## config.mk

```make
export PLATFORM = sky130hd
export DESIGN_NAME = barrel_top
export DESIGN_NICKNAME = d
export VERILOG_FILES = /design/src/rtl/barrel_pkg.sv /design/src/rtl/barrel_if.sv /design/src/rtl/vga_if.sv /design/src/rtl/barrel_draw.sv /design/src/rtl/barrel_launcher.sv /design/src/rtl/barrel_mover.sv /design/src/rtl/barrel_top.sv
export SDC_FILE = /design/constraint.sdc
export NUM_CORES = 1
export LEC_CHECK = 0
export BUFFER_PORTS_ARGS = -buffer_cell sky130_fd_sc_hd__buf_2
export CAP_MARGIN = 15
export CORE_UTILIZATION = 60
export DETAILED_ROUTE_END_ITERATION = 16
export GPL_TIMING_DRIVEN = 0
export PLACE_DENSITY = 0.93
export SLEW_MARGIN = 20
export SYNTH_ARGS = -nofsm -noshare
export SYNTH_HDL_FRONTEND = slang
export SYNTH_SLANG_ARGS = --single-unit
```

## constraint.sdc

```tcl
create_clock -name clk65MHz -period 3.52 [get_ports clk65MHz]
set_input_delay 0.528 -clock clk65MHz [delete_from_list [all_inputs] [get_ports clk65MHz]]
set_output_delay 0.528 -clock clk65MHz [all_outputs]
set_load 0.02 [all_outputs]
```

## src/rtl/barrel_pkg.sv

```systemverilog
//////////////////////////////
// barrel hazard package
// lane count, screen geometry, colours and shared types
//////////////////////////////

package barrel_pkg;

   localparam int num_lanes = 4;

   typedef logic [10:0] coord_t;          // pixel coordinate, x or y
   typedef logic [11:0] rgb_t;            // 4 bits each of r, g, b
   typedef logic [num_lanes-1:0] lane_mask_t;
   typedef logic [7:0] drop_cnt_t;        // saturating

   typedef enum logic {
      idle,
      roll
   } mover_state_t;

   // horizontal motion
   localparam coord_t start_x = 11'd0;
   localparam coord_t step_x = 11'd8;     // per frame tick
   localparam coord_t end_x = 11'd1016;   // barrel leaves the screen here

   // lane rows
   localparam coord_t row_y0 = 11'd96;
   localparam coord_t row_pitch = 11'd160;

   localparam coord_t barrel_size = 11'd32;
   localparam rgb_t barrel_rgb = 12'h840; // brown

endpackage

```

## src/rtl/barrel_if.sv

```systemverilog
//////////////////////////////
// barrel lane link
// start, busy and position of one lane
//////////////////////////////

`timescale 1ns/1ps

interface barrel_if;

   logic start;               // one-cycle pulse from the launcher
   logic busy;
   barrel_pkg::coord_t x;
   barrel_pkg::coord_t y;

   modport ctl (
      output start,
      input busy
   );

   modport mover (
      input start,
      output busy, x, y
   );

   modport view (
      input busy, x, y
   );

endinterface

```

## src/rtl/vga_if.sv

```systemverilog
//////////////////////////////
// vga pixel stream
// counters, syncs and colour of one pixel
//////////////////////////////

`timescale 1ns/1ps

interface vga_if;

   barrel_pkg::coord_t hcount;
   barrel_pkg::coord_t vcount;
   logic hsync;
   logic vsync;
   barrel_pkg::rgb_t rgb;

   modport src (
      output hcount, vcount, hsync, vsync, rgb
   );

   modport snk (
      input hcount, vcount, hsync, vsync, rgb
   );

endinterface

```

## src/rtl/barrel_draw.sv

```systemverilog
//////////////////////////////
// barrel drawer
// paints a square per rolling barrel over the pixel stream
//////////////////////////////

`timescale 1ns/1ps

module barrel_draw (
   input  logic clk65MHz,
   input  logic rst,
   vga_if.snk pix_in,
   vga_if.src pix_out,
   barrel_if.view lanes [barrel_pkg::num_lanes]
);

   barrel_pkg::lane_mask_t h_in;
   barrel_pkg::lane_mask_t v_in;
   barrel_pkg::lane_mask_t hit;
   barrel_pkg::rgb_t rgb_mix;

   for (genvar i = 0; i < barrel_pkg::num_lanes; i++) begin : g_hit
      // half-open span [x, x + size)
      assign h_in[i] = (pix_in.hcount >= lanes[i].x) &&
                       (pix_in.hcount < lanes[i].x + barrel_pkg::barrel_size);
      assign v_in[i] = (pix_in.vcount >= lanes[i].y) &&
                       (pix_in.vcount < lanes[i].y + barrel_pkg::barrel_size);
      assign hit[i] = lanes[i].busy && h_in[i] && v_in[i];
   end

   // barrels are flat colour on top of the background
   assign rgb_mix = (|hit) ? barrel_pkg::barrel_rgb : pix_in.rgb;

   // all fields go through the same single stage
   always_ff @(posedge clk65MHz) begin
      if (rst) begin
         pix_out.hcount <= '0;
         pix_out.vcount <= '0;
         pix_out.hsync <= 1'b0;
         pix_out.vsync <= 1'b0;
         pix_out.rgb <= '0;
      end else begin
         pix_out.hcount <= pix_in.hcount;
         pix_out.vcount <= pix_in.vcount;
         pix_out.hsync <= pix_in.hsync;
         pix_out.vsync <= pix_in.vsync;
         pix_out.rgb <= rgb_mix;
      end
   end

endmodule

```

## src/rtl/barrel_launcher.sv

```systemverilog
//////////////////////////////
// barrel launcher
// sends each launch to the lowest idle lane, counts drops
//////////////////////////////

`timescale 1ns/1ps

module barrel_launcher (
   input  logic clk65MHz,
   input  logic rst,
   input  logic launch,
   barrel_if.ctl lanes [barrel_pkg::num_lanes],
   output barrel_pkg::drop_cnt_t dropped
);

   barrel_pkg::lane_mask_t busy;
   barrel_pkg::lane_mask_t avail;
   barrel_pkg::lane_mask_t pick;
   barrel_pkg::lane_mask_t start_q;

   for (genvar i = 0; i < barrel_pkg::num_lanes; i++) begin : g_lane
      assign busy[i] = lanes[i].busy;
      assign lanes[i].start = start_q[i];
   end

   // a lane whose start is still in flight counts as taken
   assign avail = ~(busy | start_q);

   // lowest set bit of avail, zero when nothing is free
   assign pick = avail & (~avail + 1'b1);

   always_ff @(posedge clk65MHz) begin
      if (rst) begin
         start_q <= '0;
         dropped <= '0;
      end else begin
         start_q <= launch ? pick : '0;
         if (launch && (avail == '0) && (dropped != '1)) begin
            dropped <= dropped + 1'b1;       // all lanes full
         end
      end
   end

   start_onehot: assert property (
      @(posedge clk65MHz) disable iff (rst)
      $onehot0(start_q)
   ) else $error("more than one lane started at once");

   start_to_idle: assert property (
      @(posedge clk65MHz) disable iff (rst)
      (start_q & busy) == '0
   ) else $error("start sent to a lane that is still rolling");

endmodule

```

## src/rtl/barrel_mover.sv

```systemverilog
//////////////////////////////
// barrel mover
// one lane, rolls a barrel right per frame tick
//////////////////////////////

`timescale 1ns/1ps

module barrel_mover #(
   parameter int unsigned lane = 0
) (
   input  logic clk65MHz,
   input  logic rst,
   input  logic frame_tick,
   barrel_if.mover bus
);

   barrel_pkg::mover_state_t state;
   barrel_pkg::coord_t x;
   barrel_pkg::coord_t x_step;
   logic retire;

   assign x_step = x + barrel_pkg::step_x;
   assign retire = frame_tick && (x_step >= barrel_pkg::end_x);

   always_ff @(posedge clk65MHz) begin
      if (rst) begin
         state <= barrel_pkg::idle;
      end else begin
         case (state)
            barrel_pkg::idle: begin
               if (bus.start) begin
                  state <= barrel_pkg::roll;
               end
            end
            barrel_pkg::roll: begin
               if (retire) begin
                  state <= barrel_pkg::idle;  // reached the right edge
               end
            end
            default: state <= barrel_pkg::idle;
         endcase
      end
   end

   always_ff @(posedge clk65MHz) begin
      if ((state == barrel_pkg::idle) && bus.start) begin
         x <= barrel_pkg::start_x;
      end else if ((state == barrel_pkg::roll) && frame_tick && !retire) begin
         x <= x_step;
      end
   end

   assign bus.busy = (state == barrel_pkg::roll);
   assign bus.x = x;
   // each lane sits on its own row
   assign bus.y = barrel_pkg::coord_t'(barrel_pkg::row_y0 + lane * barrel_pkg::row_pitch);

   x_in_range: assert property (
      @(posedge clk65MHz) disable iff (rst)
      (state == barrel_pkg::roll) |-> (x < barrel_pkg::end_x)
   ) else $error("lane %0d rolled past the right edge", lane);

   start_when_idle: assert property (
      @(posedge clk65MHz) disable iff (rst)
      bus.start |-> (state == barrel_pkg::idle)
   ) else $error("lane %0d got start while rolling", lane);

endmodule

```

## src/rtl/barrel_top.sv

```systemverilog
//////////////////////////////
// barrel hazard top
// launcher, lane movers and drawer
//////////////////////////////

`timescale 1ns/1ps

module barrel_top (
   input  logic clk65MHz,
   input  logic rst,
   input  logic launch,
   input  logic frame_tick,
   input  barrel_pkg::coord_t hcount,
   input  barrel_pkg::coord_t vcount,
   input  logic hsync,
   input  logic vsync,
   input  barrel_pkg::rgb_t rgb_in,
   output logic hs,
   output logic vs,
   output logic [3:0] r,
   output logic [3:0] g,
   output logic [3:0] b,
   output barrel_pkg::lane_mask_t busy,
   output barrel_pkg::drop_cnt_t dropped
);

   vga_if pix_in ();
   vga_if pix_out ();
   barrel_if lane_if [barrel_pkg::num_lanes] ();

   assign pix_in.hcount = hcount;
   assign pix_in.vcount = vcount;
   assign pix_in.hsync = hsync;
   assign pix_in.vsync = vsync;
   assign pix_in.rgb = rgb_in;

   assign hs = pix_out.hsync;
   assign vs = pix_out.vsync;
   assign {r, g, b} = pix_out.rgb;

   barrel_launcher u_launcher (
      .clk65MHz,
      .rst,
      .launch,
      .lanes(lane_if),
      .dropped
   );

   for (genvar i = 0; i < barrel_pkg::num_lanes; i++) begin : g_lane
      barrel_mover #(
         .lane(i)
      ) u_mover (
         .clk65MHz,
         .rst,
         .frame_tick,
         .bus(lane_if[i])
      );

      assign busy[i] = lane_if[i].busy;
   end

   barrel_draw u_draw (
      .clk65MHz,
      .rst,
      .pix_in(pix_in),
      .pix_out(pix_out),
      .lanes(lane_if)
   );

endmodule

```

# Word-level counts from Yosys, hierarchy flattened

Cells that the tools add are included.

Register bits: 74
Bits of input ports: 40
Output and inout bits: 26
Word-level logic and storage cells: 109

Add/subtract/negate cells: 10
Order comparisons: 20
Equality and inequality tests: 1
Muxes and demuxes: 13
Bitwise gates (word level): 9
Reduce and logical (&&, ||, !) cells: 42

Operator list:

| operator                                                            | number |
|---|---|
| greater-or-equal comparator 11 x 10 -> 1 bit, second input constant | 5 |
| adder 11 x 4 -> 11 bit, second input constant                       | 4 |
| adder 11 x 6 -> 11 bit, second input constant                       | 4 |
| greater-or-equal comparator 11 bit                                  | 4 |
| less-than comparator 11 bit                                         | 4 |
| logical AND 1 bit                                                   | 34 |
| greater-or-equal comparator 11 x 9 -> 1 bit, second input constant  | 2 |
| less-than comparator 11 x 9 -> 1 bit, second input constant         | 2 |
| two-way mux 12 bit                                                  | 1 |
| greater-or-equal comparator 11 x 7 -> 1 bit, second input constant  | 1 |
| less-than comparator 11 x 10 -> 1 bit, second input constant        | 1 |
| less-than comparator 11 x 8 -> 1 bit, second input constant         | 1 |
| adder 8 x 1 -> 8 bit, second input constant                         | 1 |
| two-way mux 1 bit                                                   | 8 |
| inequality test 8 bit, second input constant                        | 1 |
| inverter 4 bit                                                      | 2 |
| case mux 1 bit (2 select lines)                                     | 4 |
| inverter 1 bit                                                      | 5 |
| OR reduction 5 bit                                                  | 1 |
| adder 4 x 1 -> 4 bit, second input constant                         | 1 |
| AND 4 bit                                                           | 1 |
| zero test 1 bit                                                     | 4 |
| zero test 4 bit                                                     | 1 |
| bitwise OR 4 bit                                                    | 1 |
| 2 further kinds                                                     | 2 |

# Logic depth before layout (Yosys ltp)

Gate-level depths: netlist (run 1).

Depth in word-level cells: 7
Gate-level depth with buffers: 11
Mapped depth without buffers: 10

# Cells and area by module

A second synthesis (run 1) with hierarchy kept.

Cell total of the unflattened synthesis: 964
Area, all modules: 7940.1 um2

Modules (own cells, without submodules):

| module          | instances | cells an instance | area an instance (um2) | sequential area each (um2) |
|---|---|---|---|---|
| barrel_draw     | 1         | 586               | 4827.1                 | 720.7 |
| barrel_mover    | 4         | 78                | 631.9                  | 180.2 |
| barrel_launcher | 1         | 62                | 555.5                  | 240.2 |
| barrel_top      | 1         | 4                 | 30.0                   | 0.0 |

# Least setup slack after synthesis (run 1)

Ideal clock, no wire load.

Kind: flip-flop to flip-flop
From: reg g_lane[3].u_mover.x[5]
To: reg u_draw.pix_out.rgb[0]
Setup time: 144 ps
Arrival time: 2176 ps
Data required time: 3376 ps
Slack: 1200 ps
Cell stages (with the launch flop): 11
Path buffers: 0
Clock period less this slack: 2320 ps
Path through: dfxtp_1 > nand3_1 > nor2_1 > xnor2_1 > ha_1 > a211oi_1 > nand4b_1 > a311oi_1 > o211ai_1 > o211ai_1 > nor3_1

Cells in the longest elaborated chain, start to end: 6
Elaborated cells on any way between the ends: 7
Those cells by class: add/sub: 1; order compare: 2; reduce/logical: 4

RTL lines:

| what                              | line               | text |
|---|---|---|
| start, declared                   | barrel_mover.sv:18 | `barrel_pkg::coord_t x;` |
| start signal, assigned            | barrel_mover.sv:47 | `x <= barrel_pkg::start_x;` |
| start signal, assigned            | barrel_mover.sv:49 | `x <= x_step;` |
| adder 11 x 6 -> 11 bit            | barrel_draw.sv:24  | `(pix_in.hcount < lanes[i].x + barrel_pkg::barrel_size);` |
| less-than comparator 11 bit       | barrel_draw.sv:24  |  |
| logical AND 1 bit *               | barrel_draw.sv:23  | `assign h_in[i] = (pix_in.hcount >= lanes[i].x) &&` |
| logical AND 1 bit * (2 in series) | barrel_draw.sv:27  | `assign hit[i] = lanes[i].busy && h_in[i] && v_in[i];` |
| OR reduction 5 bit (no line) *    | n/a                |  |
| end signal, assigned              | barrel_draw.sv:46  | `pix_out.rgb <= rgb_mix;` |
| end, declared                     | vga_if.sv:17       | `output hcount, vcount, hsync, vsync, rgb` |

Every way passes the cells marked *; elsewhere a longest branch is shown, timed or not.
A chain may end at the register's enable or synchronous reset.

# Worst setup path in the final report (run 1)

From: reg g_lane[0].u_mover.x[5]
To: reg u_draw.pix_out.rgb[8]

Cells in the longest elaborated chain, start to end: 6
Elaborated cells on any way between the ends: 7
Those cells by class: add/sub: 1; order compare: 2; reduce/logical: 4

RTL lines:

| what                              | line |
|---|---|
| start, declared                   | barrel_mover.sv:18 |
| start signal, assigned            | barrel_mover.sv:47 |
| start signal, assigned            | barrel_mover.sv:49 |
| adder 11 x 6 -> 11 bit            | barrel_draw.sv:24 |
| less-than comparator 11 bit       | barrel_draw.sv:24 |
| logical AND 1 bit *               | barrel_draw.sv:23 |
| logical AND 1 bit * (2 in series) | barrel_draw.sv:27 |
| OR reduction 5 bit (no line) *    | n/a |

Marks and branches as above.

==> results of run 1 <==
[power breakdown]
part           switching (mW)  internal (mW)  total (mW)
registers               0.101          0.766       0.867
clock network           0.298          0.252       0.550
logic                   0.333          0.261       0.595
total                   0.732           1.28        2.01
[worst max-delay path, stage by stage (launching register included)]
cell	delay (ns)
dfxtp_1	0.48
nand3_1	0.22
nor2_1	0.16
xnor2_1	0.13
ha_1	0.27
nand2_1	0.07
nand4_1	0.09
a311oi_1	0.28
o21ai_0	0.18
o211ai_1	0.73
nor3_1	0.12
[synthesized netlist by cell type, types with 2 or more instances]
master,instances
ha_1,69
dfxtp_1,62
inv_1,55
nand2_1,42
nor2_1,30
xnor2_1,28
nand3_1,25
a21oi_1,23
nor3_1,20
mux2i_1,15
o21ai_0,14
nor2b_1,13
nand4_1,12
o31ai_1,12
nand2b_1,10
a211oi_1,8
a21o_1,8
o211ai_1,6
and2_1,5
and3_1,5
buf_4,5
and4_1,4
o2111ai_1,4
o22ai_1,4
a221oi_1,3
a311oi_1,3
a31oi_1,3
buf_2,3
nor4_1,3
nor4b_1,3
o311a_1,3
or3_1,3
o31a_1,2
[kinds of logic (layout without fill, tap and decap cells)]
| group | count (synthesis) | after routing | share of synthesized area [%] |
|---|---|---|---|
| adder cells (fa/ha/maj) | 69 | 69 | 19.7 |
| buffers and inverters | 65 | 141 | 6.26 |
| multiplexers | 15 | 15 | 3.43 |
| XOR/XNOR | 29 | 29 | 5.80 |
| flip-flops | 62 | 62 | 28.3 |
| AO/OA/AOI/OAI | 99 | 99 | 15.4 |
| AND/OR/NAND/NOR | 181 | 181 | 21.1 |
[registers in the layout, summed over array words and instances, names as in the netlist]
signal and cells:
g_lane.u_mover.bus.x 32, u_draw.pix_out.rgb 12, u_launcher.start_q 4, u_draw.pix_out.hsync 1, u_launcher.dropped 8, u_draw.pix_out.vsync 1, g_lane.u_mover.bus.busy 4
[layout by cell type, fill, tap and decap left out, types with 5 or more instances in the layout]
master | synthesis | layout
nand3_1 | 25 | 25
and2_1 | 5 | 5
nor2_1 | 30 | 30
nand4_1 | 12 | 12
nor3_1 | 20 | 20
o211ai_1 | 6 | 6
dfxtp_1 | 62 | 62
nor2b_1 | 13 | 13
and3_1 | 5 | 5
a211oi_1 | 8 | 8
clkbuf_8 | 0 | 9
nand2_1 | 42 | 42
buf_4 | 5 | 5
a21o_1 | 8 | 8
o31ai_1 | 12 | 12
xnor2_1 | 28 | 28
a21oi_1 | 23 | 23
ha_1 | 69 | 69
o21ai_0 | 14 | 14
nand2b_1 | 10 | 10
mux2i_1 | 15 | 15
inv_1 | 55 | 55
buf_2 | 3 | 63
[final timing paths]
path,startpoint,end,slack [ns],cells after the start
worst max register to register,g_lane[0].u_mover.bus.x[5],u_draw.pix_out.rgb[8],0.62,10
worst max-delay path,g_lane[0].u_mover.bus.x[5],u_draw.pix_out.rgb[8],0.62,10
worst min register to register,u_launcher.start_q[3],u_launcher.start_q[3],0.49,1
worst min-delay path,vsync,u_draw.pix_out.vsync,0.38,2
[metal layers]
metal	GRT usage, %	share of wire (%)
met4	22.1	5.3
met3	7.01	5.1
met1	37.2	40
met2	53.2	50
met5	0	0
[layout make-up]
class / instances / area share, %
Tap cell: 96 / 2.42
Inverter: 55 / 4.16
Multi-Input combinational cell: 393 / 57.7
Clock inverter: 6 / 0.781
Buffer: 10 / 1.36
Clock buffer: 10 / 2.57
Timing Repair Buffer: 60 / 6.05
Sequential cell: 62 / 25.0
[metrics by stage]
step           utilization [%]  cells
6_report                  71.9    692
5_1_grt                   71.9    692
4_1_cts                   71.9    692
3_5_place_dp              69.5    676
3_3_place_gp              69.5    676
2_1_floorplan                -    520
==> results.sh, run 1 <==
export IMPL_crit_fanout=10
export IMPL_yosysTopAreaCell="dfxtp_1"
export IMPL_seq_area_um2=1240
export IMPL_cts_resized_gates=0
export IMPL_clockBufferDepth=2
export IMPL_root_buffer="clkbuf_8"
export IMPL_yosys_warnings=0
export IMPL_clk_latency_ns=0.35
export IMPL_synth_edf_count=0
export IMPL_hpwl_um=8510
export IMPL_gp_congestion=0.856
export IMPL_syn_inst=520
export IMPL_diodes=0
export IMPL_routed_wl_um=11200
export IMPL_synthTopCellsByArea="dfxtp_1 28%, ha_1 20%, xnor2_1 5.6%"
export IMPL_io_pins=66
export IMPL_multi_input_area_um2=2860
export IMPL_setup_tns_ns=0
export IMPL_ys_ff_latch=62
export IMPL_async_reset_ff_share_pct=0
export IMPL_grt_pass1_vias=4196
export IMPL_vias_per_cell=6.01
export IMPL_grt_max_degree=12
export IMPL_clkSinkCount=62
export IMPL_drcViolationCount=0
export IMPL_power_total_mw=2.01
export IMPL_min_period_over_period_pct=82.5
export IMPL_cp_required_ns=3.73
export IMPL_wl_per_cell_um=16.2
export IMPL_port_buffers=60
export IMPL_dieArea_um2=7640
export IMPL_antenna_found_initial=0
export IMPL_synth_top_cell_area_share_pct=28.3
export IMPL_synth_flop_cell="dfxtp_1"
export IMPL_yosysUniqueCellTypes=48
export IMPL_slew_violations=0
export IMPL_cp_end_kind="flip-flop"
export IMPL_synth_nets=629
export IMPL_pre_cts_ws_ns=0.652
export IMPL_slew_headroom_pct=41.9
export IMPL_maxCapViolCount=0
export IMPL_cts_max_level=3
export IMPL_max_freq_mhz=344
export IMPL_ir_worst_vdd_mv=0.407
export IMPL_fin_crit_ns=2.90
export IMPL_fill_cells=502
export IMPL_rsz0062_at_grt="no"
export IMPL_synth_area_um2=4380
export IMPL_worst_hold_slack_ns=0.384
export IMPL_fp_dieW_um=87.4
export IMPL_p_leak_nw=2.33
export IMPL_cp_start_kind="flip-flop"
export IMPL_die_h_um=87.4
export IMPL_cts_setup_buffers=0
export IMPL_row_count=30
export IMPL_worstMarginPinSlew_ns=0.868
export IMPL_synthToLayoutAreaGrowth_pct=13.4
export IMPL_hold_buffers=0
export IMPL_finalHoldViolCount=0
export IMPL_start_util_pct=63.4
export IMPL_setup_ws_ns=0.617
export IMPL_core_um2=6910
export IMPL_firstDrtPassIters=4
export IMPL_grt_pass1_wl_um=19100
export IMPL_cp_arrival_ns=3.11
export IMPL_status="completed"
export IMPL_final_area_um2=4970
export IMPL_vias=4161
export IMPL_finalSetupViolations=0
export IMPL_numCtsBuffers=9
export IMPL_grt_use_total_pct=32.2
export IMPL_drive_gt1_share_pct=14.8
export IMPL_power_density_nw_per_um2=405
export IMPL_drt_first_iter_violations=274
export IMPL_nets=700
export IMPL_clock_skew_ns=0.00909
export IMPL_hold_class="in -> reg"
export IMPL_crit_type="reg -> reg"
export IMPL_synth_seq_area_share_pct=28.3
export IMPL_cts_tree="built"
export IMPL_dpl_cell_area_um2=4800
export IMPL_path_clk_slew_ns=0.08
export IMPL_grt_overflow=0
export IMPL_syn_avg_cell_area_um2=8.42
export IMPL_ant_nets=0
Power figures use the tool's default switching activity.
==> run 2: changes to the inputs <==
--- a/config.mk
+++ b/config.mk
@@ -7,10 +7,10 @@
 export LEC_CHECK = 0
 export BUFFER_PORTS_ARGS = -buffer_cell sky130_fd_sc_hd__buf_2
 export CAP_MARGIN = 15
-export CORE_UTILIZATION = 60
+export CORE_UTILIZATION = 58
 export DETAILED_ROUTE_END_ITERATION = 16
 export GPL_TIMING_DRIVEN = 0
-export PLACE_DENSITY = 0.93
+export PLACE_DENSITY = 0.91
 export SLEW_MARGIN = 20
 export SYNTH_ARGS = -nofsm -noshare
 export SYNTH_HDL_FRONTEND = slang
==> constraint.sdc (replaced) <==
create_clock -name clk65MHz -period 3 [get_ports clk65MHz]
set_input_delay 0.45 -clock clk65MHz [delete_from_list [all_inputs] [get_ports clk65MHz]]
set_output_delay 0.45 -clock clk65MHz [all_outputs]
set_load 0.02 [all_outputs]
==> run 2 against run 1 <==
  * Cell count grew 0.58%
  * Sequential power rose by 18%
  * Clock skew is 0.0045 ns lower
  * Setup slack lost 0.24 ns
  * Worst hold slack got worse by 0.063 ns
  * Sequential cell count did not move
  * Highest routed layer unchanged
  * Fmax grew 11%
  * Clock power grew 35%
  * Count of clock-buffer cells in the layout stayed put
  * Critical path depth decreased by 2
  * Largest cell class unchanged
  * Critical endpoint is now u_draw.pix_out.rgb[0]
==> results.sh, run 2 (synthesis gave the netlist of run 1 again) <==
export IMPL_cp_required_ns=3.20
export IMPL_vias_per_cell=5.88
export IMPL_grt_pass1_vias=3902
export IMPL_largest_register="g_lane.u_mover.bus.x"
export IMPL_fp_dieW_um=88.9
export IMPL_port_buffers=60
export IMPL_met3_usage_pct=6.65
export IMPL_grtUsageMet1_pct=32.0
export IMPL_setup_ws_ns=0.381
export IMPL_grt_pass1_wl_um=17400
export IMPL_clk_latency_ns=0.34
export IMPL_core_um2=7290
export IMPL_clkSinkCount=62
export IMPL_use_met2_pct=51.5
export IMPL_hold_buffers=0
export IMPL_setup_tns_ns=0
export IMPL_cts_max_level=3
export IMPL_hpwl_um=8390
export IMPL_layout_cells_most_common="ha_1"
export IMPL_crit_fanout=10
export IMPL_wl_per_cell_um=15.6
export IMPL_min_period_over_period_pct=87.3
export IMPL_slew_violations=0
export IMPL_firstDrtPassIters=5
export IMPL_hold_class="in -> reg"
export IMPL_cp_start_kind="flip-flop"
export IMPL_antenna_found_initial=0
export IMPL_drive_gt1_share_pct=15.1
export IMPL_max_freq_mhz=382
export IMPL_routed_wl_um=10900
export IMPL_ir_worst_vdd_mv=0.250
export IMPL_worstMarginPinSlew_ns=0.784
export IMPL_clockBufferDepth=2
export IMPL_fin_crit_ns=2.62
export IMPL_numCtsBuffers=9
export IMPL_clock_skew_ns=0.00454
export IMPL_ant_nets=0
export IMPL_root_buffer="clkbuf_8"
export IMPL_drcViolationCount=0
export IMPL_cts_setup_buffers=0
export IMPL_die_h_um=88.9
export IMPL_gp_congestion=0.850
export IMPL_synthToLayoutAreaGrowth_pct=14.4
export IMPL_cp_end_kind="flip-flop"
export IMPL_grt_overflow=0
export IMPL_nets=701
export IMPL_p_leak_nw=2.35
export IMPL_final_area_um2=5010
export IMPL_finalHoldViolCount=0
export IMPL_crit_type="reg -> reg"
export IMPL_pre_cts_ws_ns=0.0839
export IMPL_vias=4094
export IMPL_power_density_nw_per_um2=489
export IMPL_row_count=31
export IMPL_reg_top3="g_lane.u_mover.bus.x: 32 flops, u_draw.pix_out.rgb: 12 flops, u_launcher.dropped: 8 flops"
export IMPL_rsz0062_at_grt="no"
export IMPL_finalSetupViolations=0
export IMPL_grt_max_degree=12
export IMPL_largest_register_ffs=32
export IMPL_layout_common_cells="69 x ha_1, 63 x buf_2, 62 x dfxtp_1"
export IMPL_slew_headroom_pct=47.4
export IMPL_drt_first_iter_violations=179
export IMPL_path_clk_slew_ns=0.07
export IMPL_cp_arrival_ns=2.82
export IMPL_cts_tree="built"
export IMPL_maxCapViolCount=0
export IMPL_dpl_cell_area_um2=4800
export IMPL_io_pins=66
export IMPL_cts_resized_gates=0
export IMPL_start_util_pct=60.1
export IMPL_status="completed"
export IMPL_grt_use_total_pct=28.9
export IMPL_busiest_layer="met2"
export IMPL_dieArea_um2=7900
export IMPL_diodes=0
export IMPL_fill_cells=584
export IMPL_power_total_mw=2.45
-- run 2: cell count changes in the layout (fill, tap and decap cells not counted) --
cell        delta
clkbuf_1       -1
buf_4          +1
bufinv_16      +1
clkinvlp_4     -1
clkbuf_8       +1
-- run 2: area by class of cell --
type,instances,area [µm²],share of cell area [%]
well taps,99,124,2.47
inverters,55,206,4.12
clock inverters,6,61.3,1.22
flip-flops and latches,62,1240,24.8
multi-input cells,393,2860,57.2
repair buffers,61,308,6.14
plain buffers,10,67.6,1.35
clock buffers,10,138,2.75
-- run 2: worst paths after layout --
| kind | from | to | slack (ns) | cells past startpoint |
|---|---|---|---|---|
| setup / recovery | g_lane[2].u_mover.bus.x[5] | u_draw.pix_out.rgb[0] | 0.38 | 8 |
| hold / removal | vsync | u_draw.pix_out.vsync | 0.32 | 2 |
| setup reg to reg | g_lane[2].u_mover.bus.x[5] | u_draw.pix_out.rgb[0] | 0.38 | 8 |
| hold reg to reg | u_launcher.start_q[3] | u_launcher.start_q[3] | 0.49 | 1 |
-- run 2: critical path, stage by stage, from the launching register on --
cell and delay (ns):
dfxtp_1 0.52, nand3_1 0.23, nor2_1 0.16, xnor2_1 0.16
ha_1 0.29, a21oi_1 0.15, o2111ai_1 0.19, o31ai_2 0.65
nor3_1 0.12
-- run 2: stage by stage --
step,cells,hold slack (ns),utilization (%)
2_1_floorplan,520,0.441,-
3_3_place_gp,679,0.469,65.9
3_5_place_dp,679,0.475,65.9
4_1_cts,695,0.315,68.6
5_1_grt,696,0.317,68.7
6_report,696,0.321,68.7
-- run 2: metal layers --
metal / up-vias / wire, µm
met1: 1912 / 4330
li1: 2013 / -
met2: 129 / 5470
met4: 0 / 466
met3: 40 / 610
met5: - / 0
-- run 2: report_power, final --
group | internal [mW] | switching, mW | total [mW]
clock | 0.403 | 0.341 | 0.744
combinational | 0.304 | 0.383 | 0.686
sequential | 0.899 | 0.121 | 1.02
==> run 3: changes to the inputs <==
--- a/config.mk
+++ b/config.mk
@@ -10,8 +10,11 @@
 export CORE_UTILIZATION = 58
 export DETAILED_ROUTE_END_ITERATION = 16
 export GPL_TIMING_DRIVEN = 0
+export MAX_ROUTING_LAYER = met4
 export PLACE_DENSITY = 0.91
+export RECOVER_POWER = 50
 export SLEW_MARGIN = 20
 export SYNTH_ARGS = -nofsm -noshare
 export SYNTH_HDL_FRONTEND = slang
 export SYNTH_SLANG_ARGS = --single-unit
+export TNS_END_PERCENT = 20
==> run 3 against run 2 <==
  * Non-clock buffer count unchanged
  * Highest routed layer unchanged
  * Sequential power about the same
  * Fmax down 4.6%
  * Critical endpoint is now u_draw.pix_out.rgb[3]
  * Setup slack worse by 0.13 ns
  * Via count up 1.5%
  * Critical path depth up 3
  * Worst hold slack better by 0.0015 ns
  * Sequential share of layout area about the same
  * Register-to-register slack worse by 0.13 ns
  * Critical path type unchanged
  * Clock skew up 0.0040 ns
==> results.sh, run 3 (synthesis gave the netlist of run 1 again) <==
export IMPL_p_switching_mw=0.832
export IMPL_root_buffer="clkbuf_8"
export IMPL_grt_overflow=0
export IMPL_grt_use_total_pct=30.8
export IMPL_cp_arrival_ns=2.94
export IMPL_synthToLayoutAreaGrowth_pct=14.3
export IMPL_drt_first_iter_violations=214
export IMPL_crit_fanout=10
export IMPL_min_period_over_period_pct=91.5
export IMPL_max_freq_mhz=364
export IMPL_numCtsBuffers=9
export IMPL_io_pins=66
export IMPL_cts_resized_gates=0
export IMPL_port_buffers=60
export IMPL_cp_end_kind="flip-flop"
export IMPL_start_util_pct=60.1
export IMPL_path_cells="nand3_1 > nor2_1 > xnor2_1 > ha_1 > a211oi_1 > nand4b_1 > a311oi_1 > o211ai_1 > o211ai_1 > buf_4 > nor3_1"
export IMPL_rr_startpoint="g_lane[3].u_mover.bus.x[5]"
export IMPL_clock_skew_ns=0.00851
export IMPL_crit_type="reg -> reg"
export IMPL_worst_hold_slack_ns=0.323
export IMPL_firstDrtPassIters=4
export IMPL_combPwrFrac_pct=26.8
export IMPL_finalSetupViolations=0
export IMPL_drive_gt1_share_pct=10.2
export IMPL_fill_cells=591
export IMPL_grt_pass1_wl_um=17900
export IMPL_cpMostUsedCell="o211ai_1"
export IMPL_reg_top3="g_lane.u_mover.bus.x: 32 flops, u_draw.pix_out.rgb: 12 flops, u_launcher.dropped: 8 flops"
export IMPL_path_clk_slew_ns=0.07
export IMPL_dieArea_um2=7900
export IMPL_sw_frac_of_total_pct=32.4
export IMPL_hold_depth=3
export IMPL_grt_max_degree=11
export IMPL_max_stage_delay_ns=0.49
export IMPL_diodes=0
export IMPL_fp_dieW_um=88.9
export IMPL_largest_register="g_lane.u_mover.bus.x"
export IMPL_finalHoldViolCount=0
export IMPL_core_um2=7290
export IMPL_clkSinkCount=62
export IMPL_wl_per_cell_um=16.3
export IMPL_routed_wl_um=11400
export IMPL_worstReg2RegEnd="u_draw.pix_out.rgb[3]"
export IMPL_worstMarginPinSlew_ns=1.03
export IMPL_die_h_um=88.9
export IMPL_layout_common_cells="69 x ha_1, 62 x dfxtp_1, 55 x inv_1"
export IMPL_fin_crit_ns=2.75
export IMPL_seqPwrFrac_pct=39.5
export IMPL_setup_tns_ns=0
export IMPL_power_density_nw_per_um2=513
export IMPL_gp_congestion=0.856
export IMPL_grt_pass1_vias=3978
export IMPL_p_leak_nw=2.26
export IMPL_status="completed"
export IMPL_r2r_cells=11
export IMPL_vias_per_cell=5.97
export IMPL_row_count=31
export IMPL_nets=701
export IMPL_vias=4156
export IMPL_slew_headroom_pct=30.8
export IMPL_ir_worst_vdd_mv=0.277
export IMPL_use_met2_pct=52.5
export IMPL_crit_slowest_cell="dfxtp_1"
export IMPL_hpwl_um=8490
export IMPL_drcViolationCount=0
export IMPL_grtUsageMet1_pct=32.9
export IMPL_cp_required_ns=3.20
export IMPL_reg2reg_slack_ns=0.25
export IMPL_met3_usage_pct=6.74
export IMPL_cts_max_level=3
export IMPL_rsz0062_at_grt="no"
export IMPL_hold_start="rgb_in[0]"
export IMPL_maxCapViolCount=0
export IMPL_clockBufferDepth=2
export IMPL_clk_latency_ns=0.35
export IMPL_busiest_layer="met2"
export IMPL_ant_nets=0
export IMPL_cts_tree="built"
export IMPL_largest_register_ffs=32
export IMPL_hold_path_endpoint="u_draw.pix_out.rgb[0]"
export IMPL_cp_start_kind="flip-flop"
export IMPL_hold_class="in -> reg"
export IMPL_p_int_mw=1.73
export IMPL_antenna_found_initial=0
export IMPL_layout_cells_most_common="ha_1"
export IMPL_slew_violations=0
export IMPL_p_clk_share_pct=33.7
## run 3: changes by cell type in the layout (fill, tap and decap cells not counted), moves of 2 or more
cell      change
clkbuf_4      +2
clkbuf_1     +29
buf_2        -27
clkbuf_8      +2
buf_4         -2
clkinv_2      -2
## run 3: how the worst max path moves through the flow
| stage | from | endpoint | slack (ns) | depth (start not counted) |
|---|---|---|---|---|
| after global routing | g_lane[3].u_mover.bus.x[5] | u_draw.pix_out.rgb[3] | 0.1 | 11 |
| after CTS | g_lane[0].u_mover.bus.x[5] | u_draw.pix_out.rgb[3] | 0.14 | 10 |
| after global placement | g_lane[0].u_mover.bus.x[5] | u_draw.pix_out.rgb[10] | 0.26 | 10 |
| after floorplan | g_lane[3].u_mover.bus.x[5] | u_draw.pix_out.rgb[0] | 0.68 | 10 |
| after detailed placement | g_lane[0].u_mover.bus.x[5] | u_draw.pix_out.rgb[4] | 0.17 | 10 |
| final | g_lane[3].u_mover.bus.x[5] | u_draw.pix_out.rgb[3] | 0.25 | 11 |
## run 3: power by group through the flow
stage	Sequential (mW)	Clock [mW]	Combinational, mW
6_report	1.01	0.864	0.688
5_1_grt	1.03	0.905	0.779
4_1_cts	1.01	0.872	0.684
3_5_place_dp	1.03	0	0.669
3_3_place_gp	1.02	0	0.627
2_1_floorplan	1.01	0	0.484
## run 3: cell type report
type / count / area, µm² / area share (%)
Buffer: 10 / 57.6 / 1.15
Clock buffer: 13 / 169 / 3.38
Clock inverter: 3 / 65.1 / 1.30
Inverter: 55 / 206 / 4.13
Multi-Input combinational cell: 393 / 2860 / 57.2
Sequential cell: 62 / 1240 / 24.8
Tap cell: 99 / 124 / 2.48
Timing Repair Buffer: 61 / 277 / 5.53
## run 3: worst max-delay path, delay by kind of cell, from the launching register on
| family | cells | cell delay, ns |
|---|---|---|
| DFF | 1 | 0.49 |
| AOI/OAI and AO/OA | 4 | 0.89 |
| adders and majority gates | 1 | 0.28 |
| and+or+nand+nor | 4 | 0.60 |
| xor gates and xnor gates | 1 | 0.14 |
| buffers and inverters | 1 | 0.20 |
## run 3: routing by layer
metal  wire (µm)  vias to the layer above
li1            -                     2008
met1        4540                     1953
met2        5710                      139
met3         583                       56
met4         538                        0
met5           0                        -
## run 3: what timing repair did
action / 4_1_cts / 5_1_grt
setup endpoints to repair: 0 / 10
hold buffers: 0 / 0
setup buffers: 0 / 1
## run 3: metrics by stage
step,cells,setup WS [ns],util [%],power [mW],cell area (µm²)
after floorplan,520,0.680,-,1.49,4380
after global placement,679,0.259,65.9,1.65,4800
after detailed placement,679,0.167,65.9,1.70,4800
after CTS,695,0.140,69.1,2.57,5040
after global routing,696,0.0957,68.6,2.71,5000
final,696,0.254,68.6,2.57,5000
